===== src/hw/uop_pkg.sv =====
package uop_pkg;

    localparam int REG_W = 5;  // register index width
    localparam int XLEN  = 32; // instruction word and immediate
    localparam int TAG_W = 8;  // sequence tag, wraps

    typedef logic [TAG_W-1:0] tag_t;

    // uop class, 3 bits
    typedef enum logic [2:0] {
        op_alu_reg = 3'd0,
        op_alu_imm = 3'd1,
        op_load    = 3'd2,
        op_store   = 3'd3,
        op_branch  = 3'd4,
        op_lui     = 3'd5,
        op_illegal = 3'd6
    } op_class_t;

    // rv32i major opcodes handled by the decoder
    localparam logic [6:0] opc_alu_reg = 7'b0110011;
    localparam logic [6:0] opc_alu_imm = 7'b0010011;
    localparam logic [6:0] opc_load    = 7'b0000011;
    localparam logic [6:0] opc_store   = 7'b0100011;
    localparam logic [6:0] opc_branch  = 7'b1100011;
    localparam logic [6:0] opc_lui     = 7'b0110111;

    // one micro-op
    // an all-zero entry is a nop, so queue slots clear to zero
    typedef struct packed {
        logic             valid;   // slot holds a real uop
        op_class_t        op;
        logic [3:0]       funct;   // {inst[30], funct3}
        logic [REG_W-1:0] rd;      // zero when the class writes nothing
        logic [REG_W-1:0] rs1;
        logic [REG_W-1:0] rs2;     // zero when the class reads no rs2
        logic [XLEN-1:0]  imm;     // sign-extended
        tag_t             tag;     // program order stamp
        logic             illegal; // unknown opcode, passed on untrapped
    } uop_t;

endpackage

===== src/hw/queue_ctrl_if.sv =====
`timescale 1ns/1ps

// control and status between hazard unit, uop queue and decoder
interface queue_ctrl_if;

    logic          stall_queue; // hold queue, no pop this cycle
    logic          flush_queue; // drop everything queued or held
    logic          queue_full;  // incoming group does not fit
    uop_pkg::uop_t head_uop;    // head slot, seen by the interlock

    modport queue (
        input  stall_queue,
        input  flush_queue,
        output queue_full,
        output head_uop
    );

    modport hazard (
        output stall_queue,
        output flush_queue,
        input  head_uop
    );

    modport decoder (
        input queue_full,
        input flush_queue
    );

    modport top (
        input stall_queue,
        input flush_queue,
        input queue_full,
        input head_uop
    );

endinterface


===== src/hw/uop_issue_top.sv =====
`timescale 1ns/1ps

module uop_issue_top #(
    parameter int QUEUE_LEN     = 8,
    parameter int DISPATCH_SIZE = 2
) (
    input  logic                                       CLK,
    input  logic                                       nRST,
    // fetch side
    input  logic                                       fetch_valid,
    input  logic [DISPATCH_SIZE-1:0][uop_pkg::XLEN-1:0] fetch_insts,
    input  logic [$clog2(DISPATCH_SIZE):0]             fetch_count,
    output logic                                       fetch_ready,
    // execute side
    output logic                                       ex_valid,
    output uop_pkg::op_class_t                         ex_op,
    output logic [3:0]                                 ex_funct,
    output logic [uop_pkg::REG_W-1:0]                  ex_rd,
    output logic [uop_pkg::REG_W-1:0]                  ex_rs1,
    output logic [uop_pkg::REG_W-1:0]                  ex_rs2,
    output logic [uop_pkg::XLEN-1:0]                   ex_imm,
    output uop_pkg::tag_t                              ex_tag,
    output logic                                       ex_illegal,
    input  logic                                       ex_ready,
    input  logic                                       redirect    // one cycle pulse
);

    queue_ctrl_if ctrl ();

    uop_pkg::uop_t [DISPATCH_SIZE-1:0] dec_uops; // decoder register to queue
    logic [$clog2(DISPATCH_SIZE):0]    dec_num;
    uop_pkg::uop_t                     head;     // queue head slot

    uop_decoder #(
        .DISPATCH_SIZE(DISPATCH_SIZE)
    ) u_decoder (
        .CLK        (CLK),
        .nRST       (nRST),
        .fetch_valid(fetch_valid),
        .fetch_insts(fetch_insts),
        .fetch_count(fetch_count),
        .fetch_ready(fetch_ready),
        .ctrl       (ctrl),
        .uops       (dec_uops),
        .num_uops   (dec_num)
    );

    decode_queue #(
        .D_TYPE       (uop_pkg::uop_t),
        .QUEUE_LEN    (QUEUE_LEN),
        .DISPATCH_SIZE(DISPATCH_SIZE)
    ) u_queue (
        .CLK     (CLK),
        .nRST    (nRST),
        .ctrls   (dec_uops),
        .num_uops(dec_num),
        .ctrl    (ctrl),
        .ex_in   (head)
    );

    hazard_unit u_hazard (
        .CLK     (CLK),
        .nRST    (nRST),
        .ex_ready(ex_ready),
        .redirect(redirect),
        .ctrl    (ctrl),
        .ex_valid(ex_valid)
    );

    // head fields out to execute, qualified by ex_valid
    assign ex_op      = head.op;
    assign ex_funct   = head.funct;
    assign ex_rd      = head.rd;
    assign ex_rs1     = head.rs1;
    assign ex_rs2     = head.rs2;
    assign ex_imm     = head.imm;
    assign ex_tag     = head.tag;
    assign ex_illegal = head.illegal;

endmodule


===== src/hw/hazard_unit.sv =====
`timescale 1ns/1ps

module hazard_unit (
    input  logic         CLK,
    input  logic         nRST,
    input  logic         ex_ready,
    input  logic         redirect,
    queue_ctrl_if.hazard ctrl,
    output logic         ex_valid
);

    logic                      load_pend; // load issued last cycle
    logic [uop_pkg::REG_W-1:0] load_rd;   // its destination
    logic                      head_is_load;
    logic                      interlock;
    logic                      issue;     // head consumed this edge

    assign head_is_load = ctrl.head_uop.op == uop_pkg::op_load;

    // one bubble when the head reads the register the load is still fetching
    // load_pend only sets for rd != 0, x0 never interlocks
    assign interlock = load_pend && ctrl.head_uop.valid &&
                       ((ctrl.head_uop.rs1 == load_rd) || (ctrl.head_uop.rs2 == load_rd));

    assign ex_valid = ctrl.head_uop.valid && !interlock && !redirect;
    assign issue    = ex_valid && ex_ready;

    assign ctrl.stall_queue = !ex_ready || interlock;
    assign ctrl.flush_queue = redirect;

    // interlock cycle issues nothing, so the pending flag drops after one cycle
    always_ff @(posedge CLK, negedge nRST) begin
        if (!nRST) begin
            load_pend <= 1'b0;
        end else begin
            load_pend <= issue && head_is_load && (ctrl.head_uop.rd != '0);
        end
    end

    always_ff @(posedge CLK) begin
        if (issue) begin
            load_rd <= ctrl.head_uop.rd; // only read while load_pend
        end
    end

endmodule


===== src/hw/decode_queue.sv =====
`timescale 1ns/1ps

module decode_queue #(
    parameter type D_TYPE        = uop_pkg::uop_t,
    parameter int  QUEUE_LEN     = 8,
    parameter int  DISPATCH_SIZE = 2
) (
    input  logic                           CLK,
    input  logic                           nRST,
    input  D_TYPE [DISPATCH_SIZE-1:0]      ctrls,
    input  logic [$clog2(DISPATCH_SIZE):0] num_uops,
    queue_ctrl_if.queue                    ctrl,
    output D_TYPE                          ex_in
);

    // counters wide enough for a full queue plus one incoming group
    localparam int CNT_W  = $clog2(QUEUE_LEN + DISPATCH_SIZE + 1);
    localparam int LANE_W = (DISPATCH_SIZE > 1) ? $clog2(DISPATCH_SIZE) : 1;

    // slots numbered 1..QUEUE_LEN, slot 1 is the head
    D_TYPE [QUEUE_LEN:1] queue_data;
    D_TYPE [QUEUE_LEN:1] nxt_queue_data;
    D_TYPE [QUEUE_LEN:1] shifted_data;   // queue after one pop

    logic [CNT_W-1:0]  tail_idx;         // occupied slots, 0 = empty
    logic [CNT_W-1:0]  nxt_tail_idx;
    logic [CNT_W-1:0]  kept_cnt;         // entries left after this cycle's pop
    logic [CNT_W-1:0]  free_slots;
    logic [CNT_W-1:0]  in_cnt;           // incoming group size
    logic              pop;
    logic              store;
    logic              full;
    logic [LANE_W-1:0] lane;             // ctrls lane feeding a slot

    assign pop    = !ctrl.stall_queue;   // head leaves whenever not held
    assign in_cnt = CNT_W'(num_uops);

    // an empty queue pops nothing
    assign kept_cnt   = (pop && (tail_idx != '0)) ? tail_idx - CNT_W'(1) : tail_idx;
    assign free_slots = CNT_W'(QUEUE_LEN) - kept_cnt;

    assign full  = free_slots < in_cnt;  // includes the simultaneous pop
    assign store = (in_cnt != '0) && !full;

    assign ctrl.queue_full = full;

    // shift toward the head
    always_comb begin
        for (int i = 1; i < QUEUE_LEN; i++) begin
            shifted_data[i] = queue_data[i+1];
        end
        shifted_data[QUEUE_LEN] = '0; // nop enters at the back
    end

    // slots up to kept_cnt keep (shifted) entries
    // the new group lands right behind them, the rest become nops
    always_comb begin
        lane = '0;
        for (int i = 1; i <= QUEUE_LEN; i++) begin
            nxt_queue_data[i] = '0;
            if (!ctrl.flush_queue) begin
                if (CNT_W'(i) <= kept_cnt) begin
                    nxt_queue_data[i] = pop ? shifted_data[i] : queue_data[i];
                end else if (store && (CNT_W'(i) <= kept_cnt + in_cnt)) begin
                    lane = LANE_W'(CNT_W'(i) - kept_cnt - CNT_W'(1));
                    nxt_queue_data[i] = ctrls[lane]; // lane 0 is oldest
                end
            end
        end
    end

    always_comb begin
        if (ctrl.flush_queue) begin
            nxt_tail_idx = '0;
        end else if (store) begin
            nxt_tail_idx = kept_cnt + in_cnt;
        end else begin
            nxt_tail_idx = kept_cnt;
        end
    end

    // zero slots are nops, so the head reads invalid out of reset
    always_ff @(posedge CLK, negedge nRST) begin
        if (!nRST) begin
            tail_idx   <= '0;
            queue_data <= '0;
        end else begin
            tail_idx   <= nxt_tail_idx;
            queue_data <= nxt_queue_data;
        end
    end

    assign ex_in         = queue_data[1];
    assign ctrl.head_uop = queue_data[1]; // interlock looks at the same slot

endmodule


===== src/hw/uop_decoder.sv =====
`timescale 1ns/1ps

module uop_decoder #(
    parameter int DISPATCH_SIZE = 2
) (
    input  logic                                       CLK,
    input  logic                                       nRST,
    input  logic                                       fetch_valid,
    input  logic [DISPATCH_SIZE-1:0][uop_pkg::XLEN-1:0] fetch_insts,
    input  logic [$clog2(DISPATCH_SIZE):0]             fetch_count,
    output logic                                       fetch_ready,
    queue_ctrl_if.decoder                              ctrl,
    output uop_pkg::uop_t [DISPATCH_SIZE-1:0]          uops,
    output logic [$clog2(DISPATCH_SIZE):0]             num_uops
);

    uop_pkg::uop_t [DISPATCH_SIZE-1:0] dec_uops; // decode of the words on the fetch port
    uop_pkg::uop_t [DISPATCH_SIZE-1:0] grp_q;    // held group
    logic [$clog2(DISPATCH_SIZE):0]    cnt_q;    // words in grp_q, 0 = empty
    uop_pkg::tag_t                     tag_cnt;  // tag of the next accepted word
    logic                              grp_taken;
    logic                              fetch_xfer;

    // one word to one uop
    // fields a class does not use stay zero so the interlock never matches them
    function automatic uop_pkg::uop_t decode_word(input logic [uop_pkg::XLEN-1:0] inst,
                                                  input uop_pkg::tag_t tag);
        uop_pkg::uop_t u;
        u = '0;
        u.valid = 1'b1;
        u.tag = tag;
        u.funct = {inst[30], inst[14:12]};
        case (inst[6:0])
            uop_pkg::opc_alu_reg: begin
                u.op = uop_pkg::op_alu_reg;
                u.rd = inst[11:7];
                u.rs1 = inst[19:15];
                u.rs2 = inst[24:20];
            end
            uop_pkg::opc_alu_imm: begin
                u.op = uop_pkg::op_alu_imm;
                u.rd = inst[11:7];
                u.rs1 = inst[19:15];
                u.imm = {{20{inst[31]}}, inst[31:20]}; // I
            end
            uop_pkg::opc_load: begin
                u.op = uop_pkg::op_load;
                u.rd = inst[11:7];
                u.rs1 = inst[19:15];
                u.imm = {{20{inst[31]}}, inst[31:20]}; // I
            end
            uop_pkg::opc_store: begin
                u.op = uop_pkg::op_store;
                u.rs1 = inst[19:15];
                u.rs2 = inst[24:20];
                u.imm = {{20{inst[31]}}, inst[31:25], inst[11:7]}; // S
            end
            uop_pkg::opc_branch: begin
                u.op = uop_pkg::op_branch;
                u.rs1 = inst[19:15];
                u.rs2 = inst[24:20];
                u.imm = {{19{inst[31]}}, inst[31], inst[7], inst[30:25],
                         inst[11:8], 1'b0}; // B, bit 0 always zero
            end
            uop_pkg::opc_lui: begin
                u.op = uop_pkg::op_lui;
                u.funct = '0; // no funct3 in U format
                u.rd = inst[11:7];
                u.imm = {inst[31:12], 12'b0}; // U
            end
            default: begin
                u.op = uop_pkg::op_illegal;
                u.funct = '0;
                u.illegal = 1'b1; // valid stays set, execute sees it
            end
        endcase
        return u;
    endfunction

    // lanes at or above fetch_count decode to nops
    always_comb begin
        for (int i = 0; i < DISPATCH_SIZE; i++) begin
            if (i < int'(fetch_count)) begin
                dec_uops[i] = decode_word(fetch_insts[i], tag_cnt + uop_pkg::tag_t'(i));
            end else begin
                dec_uops[i] = '0;
            end
        end
    end

    assign grp_taken   = (cnt_q != '0) && !ctrl.queue_full; // queue stores it this edge
    assign fetch_ready = !ctrl.flush_queue && ((cnt_q == '0) || !ctrl.queue_full);
    assign fetch_xfer  = fetch_valid && fetch_ready;

    always_ff @(posedge CLK, negedge nRST) begin
        if (!nRST) begin
            cnt_q   <= '0;
            tag_cnt <= '0;
        end else if (ctrl.flush_queue) begin
            cnt_q <= '0; // held group is wrong path, tags keep counting
        end else if (fetch_xfer) begin
            cnt_q   <= fetch_count;
            tag_cnt <= tag_cnt + uop_pkg::tag_t'(fetch_count);
        end else if (grp_taken) begin
            cnt_q <= '0;
        end
    end

    always_ff @(posedge CLK) begin
        if (fetch_xfer) begin
            grp_q <= dec_uops;
        end
    end

    assign uops     = grp_q;
    assign num_uops = cnt_q;

endmodule


===== config.mk =====
export PLATFORM = sky130hd
export DESIGN_NAME = uop_issue_top
export DESIGN_NICKNAME = d
export VERILOG_FILES = /design/src/hw/uop_pkg.sv /design/src/hw/queue_ctrl_if.sv /design/src/hw/uop_issue_top.sv /design/src/hw/hazard_unit.sv /design/src/hw/decode_queue.sv /design/src/hw/uop_decoder.sv
export SDC_FILE = /design/constraint.sdc
export NUM_CORES = 1
export LEC_CHECK = 0
export BUFFER_PORTS_ARGS = -buffer_cell sky130_fd_sc_hd__buf_2
export CORE_MARGIN = 5
export CORE_UTILIZATION = 62
export CTS_CLUSTER_SIZE = 16
export DETAILED_ROUTE_END_ITERATION = 16
export GPL_ROUTABILITY_DRIVEN = 0
export PLACE_DENSITY = 0.89
export SLEW_MARGIN = 5
export SYNTH_ARGS = -nofsm -noshare
export SYNTH_HDL_FRONTEND = slang
export SYNTH_SLANG_ARGS = --single-unit

===== constraint.sdc =====
create_clock -name CLK -period 7.76 [get_ports CLK]
set_input_delay 0.388 -clock CLK [delete_from_list [all_inputs] [get_ports CLK]]
set_output_delay 0.388 -clock CLK [all_outputs]
set_load 0.01 [all_outputs]

### Word level (Yosys, flattened, before mapping)

Cells that the tools add are included.

| storage, ports and cells | value |
|---|---|
| bits in read-only memories | 0 |
| register bits | 660 |
| memories kept | 0 |
| bits in latches | 0 |
| output and inout port bits | 65 |
| logic and storage cells | 287 |
| RAM bits | 0 |

| operators by class | value |
|---|---|
| shift operators | 0 |
| magnitude comparators | 27 |
| div/mod/pow operators | 0 |
| multiplexer cells | 70 |
| bitwise logic cells | 1 |
| add/subtract/negate cells | 20 |
| $mul | 0 |
| reduce and logical (&&, ||, !) cells | 51 |
| equality and inequality tests | 23 |

Operator list:

| kind | count |
|---|---|
| 2-to-1 mux 64 bit | 50 |
| case mux 32 bit (4 select lines) | 2 |
| == test 7 x 6 -> 1 bit (second input constant) | 6 |
| case mux 3 bit (6 select lines) | 2 |
| <= comparator 3 x 4 -> 1 bit (first input constant) | 8 |
| 2-to-1 mux 5 bit | 6 |
| != test 3 bit (second input constant) | 8 |
| logical AND 1 bit | 20 |
| 2-to-1 mux 4 bit | 5 |
| <= comparator 2 x 4 -> 1 bit (first input constant) | 4 |
| < comparator 1 x 2 -> 1 bit (second input constant) | 8 |
| == test 7 x 2 -> 1 bit (second input constant) | 2 |
| == test 7 x 5 -> 1 bit (second input constant) | 2 |
| == test 7 bit (second input constant) | 2 |
| AND reduction 2 bit | 7 |
| OR reduction 6 bit | 2 |
| == test 5 bit | 2 |
| OR reduction 5 bit | 2 |
| adder 8 x 1 -> 8 bit (second input constant) | 1 |
| adder 8 x 2 -> 8 bit | 1 |
| <= comparator 1 x 4 -> 1 bit (first input constant) | 2 |
| <= comparator 4 bit (first input constant) | 2 |
| nonzero test 4 bit | 2 |
| OR reduction 4 bit | 2 |
| other kinds (19) | 44 |

### Longest topological paths before layout

| depth | value |
|---|---|
| depth after elaboration | 15 |
| mapped depth | 19 |
| gate-level depth less buffers | 14 |

### Cells and area by module

From an unflattened synthesis, not the netlist that was laid out.

| unflattened totals | value |
|---|---|
| cell total of the unflattened synthesis | 2,666 |
| area total of the unflattened synthesis | 31,138.6 sq um |

By module, submodules not included:

| module | area an instance (sq um) | cells each | times used |
|---|---|---|---|
| decode_queue | 24,821.3 | 2,182 | 1 |
| uop_decoder | 5,960.7 | 454 | 1 |
| hazard_unit | 356.6 | 30 | 1 |

### Least setup slack after synthesis

Ideal clock, no wire load.

| timing path | value |
|---|---|
| path type | register to register |
| start point | reg u_hazard.load_rd[0] in the netlist's numbering |
| end point | reg u_decoder.grp_q, in the netlist u_decoder.uops[0] (enable) |
| setup slack | 1.070 ns |
| path buffers | 4 |
| stages on the path, launching flop included | 19 |
| arrival | 6.209 ns |
| setup time | 0.481 ns |
| cell sequence | edfxtp_1 xor2_1 or2_1 o221ai_2 buf_2 nor2_1 xnor2_1 clkinv_1 clkbuf_1 buf_2 ha_1 ha_1 a21o_1 nor3_1 o21ai_0 nand3_1 or2_2 clkbuf_1 inv_1 |

| on the way | value |
|---|---|
| cells in the longest elaborated chain, start to end | 13 |

Ends and longest elaborated chain:

| element | line | text |
|---|---|---|
| from (decl) | hazard_unit.sv:13 | `logic [uop_pkg::REG_W-1:0] load_rd;` |
| from (signal assigned) | hazard_unit.sv:42 | `load_rd <= ctrl.head_uop.rd;` |
| == test 5 bit | hazard_unit.sv:23 | `((ctrl.head_uop.rs1 == load_rd) \|\| (ctrl.head_uop.rs2 == load_rd));` |
| logical OR 1 bit (*) | hazard_unit.sv:23 |  |
| logical AND 1 bit (*) | hazard_unit.sv:22 | `assign interlock = load_pend && ctrl.head_uop.valid &&` |
| logical OR 1 bit (*) | hazard_unit.sv:28 | `assign ctrl.stall_queue = !ex_ready \|\| interlock;` |
| zero test 1 bit (*) | decode_queue.sv:35 | `assign pop = !ctrl.stall_queue;` |
| logical AND 1 bit (*) | decode_queue.sv:39 | `assign kept_cnt = (pop && (tail_idx != '0)) ? tail_idx - CNT_W'(1) : tail_idx;` |
| 2-to-1 mux 4 bit (*) | decode_queue.sv:39 |  |
| subtractor 4 bit (*) | decode_queue.sv:40 | `assign free_slots = CNT_W'(QUEUE_LEN) - kept_cnt;` |
| < comparator 4 x 2 -> 1 bit (*) | decode_queue.sv:42 | `assign full = free_slots < in_cnt;` |
| zero test 1 bit (*) | uop_decoder.sv:92 | `assign fetch_ready = !ctrl.flush_queue && ((cnt_q == '0) \|\| !ctrl.queue_full);` |
| logical OR 1 bit (*) | uop_decoder.sv:92 |  |
| logical AND 1 bit (*) | uop_decoder.sv:92 |  |
| logical AND 1 bit (*) | uop_decoder.sv:93 | `assign fetch_xfer = fetch_valid && fetch_ready;` |
| net u_decoder.fetch_xfer | uop_decoder.sv:22 | `logic fetch_xfer;` |
| to (signal assigned) | uop_decoder.sv:111 | `grp_q <= dec_uops;` |
| to (decl) | uop_decoder.sv:18 | `uop_pkg::uop_t [DISPATCH_SIZE-1:0] grp_q;` |

Mark *: on every way through the listed nets, which the timed path passes. The rest lies on a longest branch.
A chain may end at the register's enable or synchronous reset.

### Worst setup path in the final report

| timing path | value |
|---|---|
| start point | reg u_hazard.load_rd[1] in the netlist's numbering |
| end point | reg u_decoder.grp_q, in the netlist u_decoder.uops[117] (enable) |

The elaborated chain is that of the path after synthesis.

==> impl_metrics.ini <==
[global_routing]
grt_util_met1_pct = 43.2
grt_antenna_before_repair = 7
top_usage_layer_grt = met2
groute.layer.met2.usage_pct = 51.7
grt_overflow = 0
grt_max_degree = 184
global_route_wire_length_before_repair_mm = 141
grt_pass1_vias = 24100
groute.usage.overall_pct = 33.9
grt.met3_usage_pct = 9.54

[floorplan]
site_rows = 81
fp.dieArea_mm2 = 0.0533
fp.dieH_um = 231
top_level_ports = 136
core_area_mm2 = 0.0486
die_width_um = 231
start_util_pct = 62.2

[setup_path]
worst_r2r_startpoint = u_hazard.load_rd[1]
arrival_ps = 6780
ff_to_ff_setup_slack_ps = 1210
timing.reg2reg.worst_path_depth = 17
critical_path.endpoint_type = flop
cp.buffers_inverters = 5
cpMaxStageDelayCell = sky130_fd_sc_hd__buf_4
critical_path_depth = 17
crit_path_max_incr_delay_ps = 580
worst_path_cell_chain = xnor2_1 > nand4_1 > o221ai_4 > buf_4 > nor2_1 > xnor2_2 > buf_4 > clkinv_2 > ha_1 > ha_1 > a21o_1 > nor3_1 > o21ai_0 > nand3_1 > or2_2 > inv_4 > buf_4
crit_family = buffers and inverters
worst_path_most_repeated_cell = sky130_fd_sc_hd__buf_4
timing.critical_path.fanout_max = 50
setup.worst_path.class = flop to flop
startpoint = u_hazard.load_rd[1]
cp-start-kind = flop
worstPathRequired_ps = 8000

[job]
max_cap_viols = 0

[placed_design]
portBuffers = 135
dp.cells = 3022
dp.final_hpwl_mm = 53.7

[clock_network]
tritoncts_buffer_count = 67
path_clk_slew_ps = 60
clockRootBuffer = sky130_fd_sc_hd__clkbuf_16
cts_tree = built
htree_levels = 3
post_cts.resized_instances = 0
insertion_delay_ps = 610
cts_max_path_buffers = 3
cts_sinks = 660

[detailed_routing]
first_pass_iters = 8
route.antenna.remaining_nets = 0
1st_iter_drt_viols = 3785
vias = 23300
routed_via_count_divided_by_cell_count = 7.40
drt-wirelength-per-cell_um = 29.5
route.detailed.drc = 0
route.final.wire_length_mm = 92.7

[status]
run_status = complete, no violations

[layout]
post_route_cells_drive_above_1_share_pct = 14.8
final_cell_count_no_fill = 3149
multiInputGateArea_mm2 = 0.0118
final_core_utilization_pct = 67.8
mostFrequentLayoutCell = sky130_fd_sc_hd__dfrtp_1
final_cell_mix = 527 x sky130_fd_sc_hd__dfrtp_1, 450 x sky130_fd_sc_hd__mux2i_1, 318 x sky130_fd_sc_hd__o22ai_1, 140 x sky130_fd_sc_hd__o21ai_0, 136 x sky130_fd_sc_hd__a22oi_1
area.sequential_mm2 = 0.0172
syn2layout_area_growth_pct = 9.13
final_nets = 2552
layout.filler_cells = 3198

[power_and_ir_drop]
power_density_mw_per_mm2 = 343
power.share.combinational_pct = 34.9
portion_of_total_power_attributed_to_the_clock_network_pct = 28.5
vdd.ir_drop.worst_v = 0.000300
power.switching_fraction_pct = 39.3
cellLeakagePower_uw = 0.0149
seq_power_share_pct = 36.6
internal_power_of_the_cells_uw = 6870
switching_power_summed_over_all_nets_uw = 4440

[timing]
fin_skew_ps = 19.8
slew_headroom_pct = 17.4
timing.fmax_ghz = 0.153
grt_setup_unrepaired = false
finalHoldViolCount = 0
timing.hold.ws_ps = 86.5
fin_setup_tns_ps = 0
min_period_over_period_pct = 84.3
period_needed_ps = 6550
timing_worst_slew_pin_value_ps = 1240
setup_violations = 0
final-max-slew-violation-count = 0

[synthesis]
synth_area_leaders = sky130_fd_sc_hd__dfrtp_1 44%, sky130_fd_sc_hd__mux2i_1 15%, sky130_fd_sc_hd__edfxtp_1 13%
synth_edf_count = 133
postSynthCellCount = 2484
dominantRegCellSynth = sky130_fd_sc_hd__dfrtp_1
yosysWarningCount = 0
postSynthRegisterBits = 660
yosysSeqAreaShare_pct = 56.8
mappedNetlistNets = 2566
synth.lib_cells_used.distinct = 63
cell_area_after_synthesis_mm2 = 0.0302
netlist.top_cell.by_area = sky130_fd_sc_hd__dfrtp_1
ys_async_sr_fraction_pct = 79.8
post_synthesis_mean_instance_area_um2 = 12.2
netlist.area_leader.share_pct = 43.6

[worst_hold_path]
worst_hold_path.num_cells = 3
hold_path_class = primary input to flop
hold_start = fetch_count[0]
## registers in the layout, summed over array words and instances (netlist names)
signal / cells
u_decoder.tag_cnt: 8
u_decoder.uops: 128
u_queue.ctrl.head_uop: 64
u_queue.tail_idx: 4
u_hazard.load_pend: 1
u_hazard.load_rd: 5
u_queue.queue_data: 448
u_decoder.num_uops: 2
## logic make-up after synthesis
| kind of cell | share of synthesized area (%) |
|---|---|
| adders and majority gates | 0.480 |
| and+or+nand+nor | 4.63 |
| xor gates and xnor gates | 0.724 |
| DFF | 56.8 |
| AOI/OAI and AO/OA | 17.7 |
| buffers and inverters | 4.67 |
| muxes | 15.0 |
## what timing repair did
| item | 4_1_cts | 5_1_grt |
|---|---|---|
| hold endpoints to repair | 85 | 0 |
| buffers inserted | 0 | 0 |
| hold buffers | 1 | 0 |
## synthesized netlist by cell type (3+ instances only)
cell                         n
sky130_fd_sc_hd__a21oi_1    21
sky130_fd_sc_hd__nand3_1    17
sky130_fd_sc_hd__mux2i_1   450
sky130_fd_sc_hd__o32ai_1     3
sky130_fd_sc_hd__nand2b_1    4
sky130_fd_sc_hd__a31oi_1     4
sky130_fd_sc_hd__ha_1       10
sky130_fd_sc_hd__buf_1       3
sky130_fd_sc_hd__nor2_1     62
sky130_fd_sc_hd__clkbuf_1  169
sky130_fd_sc_hd__o211ai_1    3
sky130_fd_sc_hd__buf_2      11
sky130_fd_sc_hd__a21o_1     39
sky130_fd_sc_hd__a22oi_1   136
sky130_fd_sc_hd__edfxtp_1  133
sky130_fd_sc_hd__or4_1       4
sky130_fd_sc_hd__xor2_1     11
sky130_fd_sc_hd__dfrtp_1   527
sky130_fd_sc_hd__or3_1       6
sky130_fd_sc_hd__buf_6      14
sky130_fd_sc_hd__or2_2       8
sky130_fd_sc_hd__nand2_1    91
sky130_fd_sc_hd__inv_1      23
sky130_fd_sc_hd__o21ai_0   140
sky130_fd_sc_hd__xnor2_1    14
sky130_fd_sc_hd__o21a_1      6
sky130_fd_sc_hd__nor4_1      5
sky130_fd_sc_hd__nor3b_1     3
sky130_fd_sc_hd__nand4_1     3
sky130_fd_sc_hd__nor3_1     17
sky130_fd_sc_hd__o22ai_1   318
sky130_fd_sc_hd__buf_4      62
sky130_fd_sc_hd__and2_1     49
sky130_fd_sc_hd__nor2b_1    12
sky130_fd_sc_hd__o22ai_2    70
## tightest hold or removal path, delay by kind of cell
kind | cells | cell delay (ps)
AO/OA/AOI/OAI | 1 | 60
buffers and inverters | 2 | 200
## layer usage
metal  vias to the layer above  wire (um)
li1                       9321          -
met1                     11500      32100
met2                      1966      42300
met3                       487      11700
met4                         4       6620
met5                         -         25
## through the flow
step | setup slack (ps) | cell area [um2] | power (uW)
floorplan | 1070 | 30200 | 6740
global route | 953 | 33000 | 11600
detailed placement | 1440 | 30800 | 7920
global placement | 1590 | 30800 | 7790
finish | 1210 | 33000 | 11300
CTS | 1410 | 33000 | 11100
## path summary, 6_finish.rpt
path / endpoint
setup / recovery: u_decoder.uops[117]
setup reg to reg: u_decoder.uops[117]
min in group asynchronous: u_queue.queue_data[267]
max in group asynchronous: u_queue.queue_data[113]
hold reg to reg: u_queue.queue_data[475]
hold / removal: u_decoder.num_uops[0]
## layout make-up
class / count / area share [%]
well taps: 622 / 2.36
diodes: 5 / 0.0379
multi-input cells: 1541 / 35.6
inverters: 24 / 0.284
clock inverters: 23 / 0.588
repair buffers: 176 / 3.09
flip-flops and latches: 660 / 52.1
clock buffers: 98 / 5.93
## power by group through the flow
stage          clock network [uW]  registers (uW)  logic [uW]
2_1_floorplan                   0            4090        2650
3_3_place_gp                    0            4160        3620
3_5_place_dp                    0            4180        3740
4_1_cts                      3220            4130        3790
5_1_grt                      3370            4170        4020
6_report                     3220            4150        3950
(Power assumes the default switching activity.)
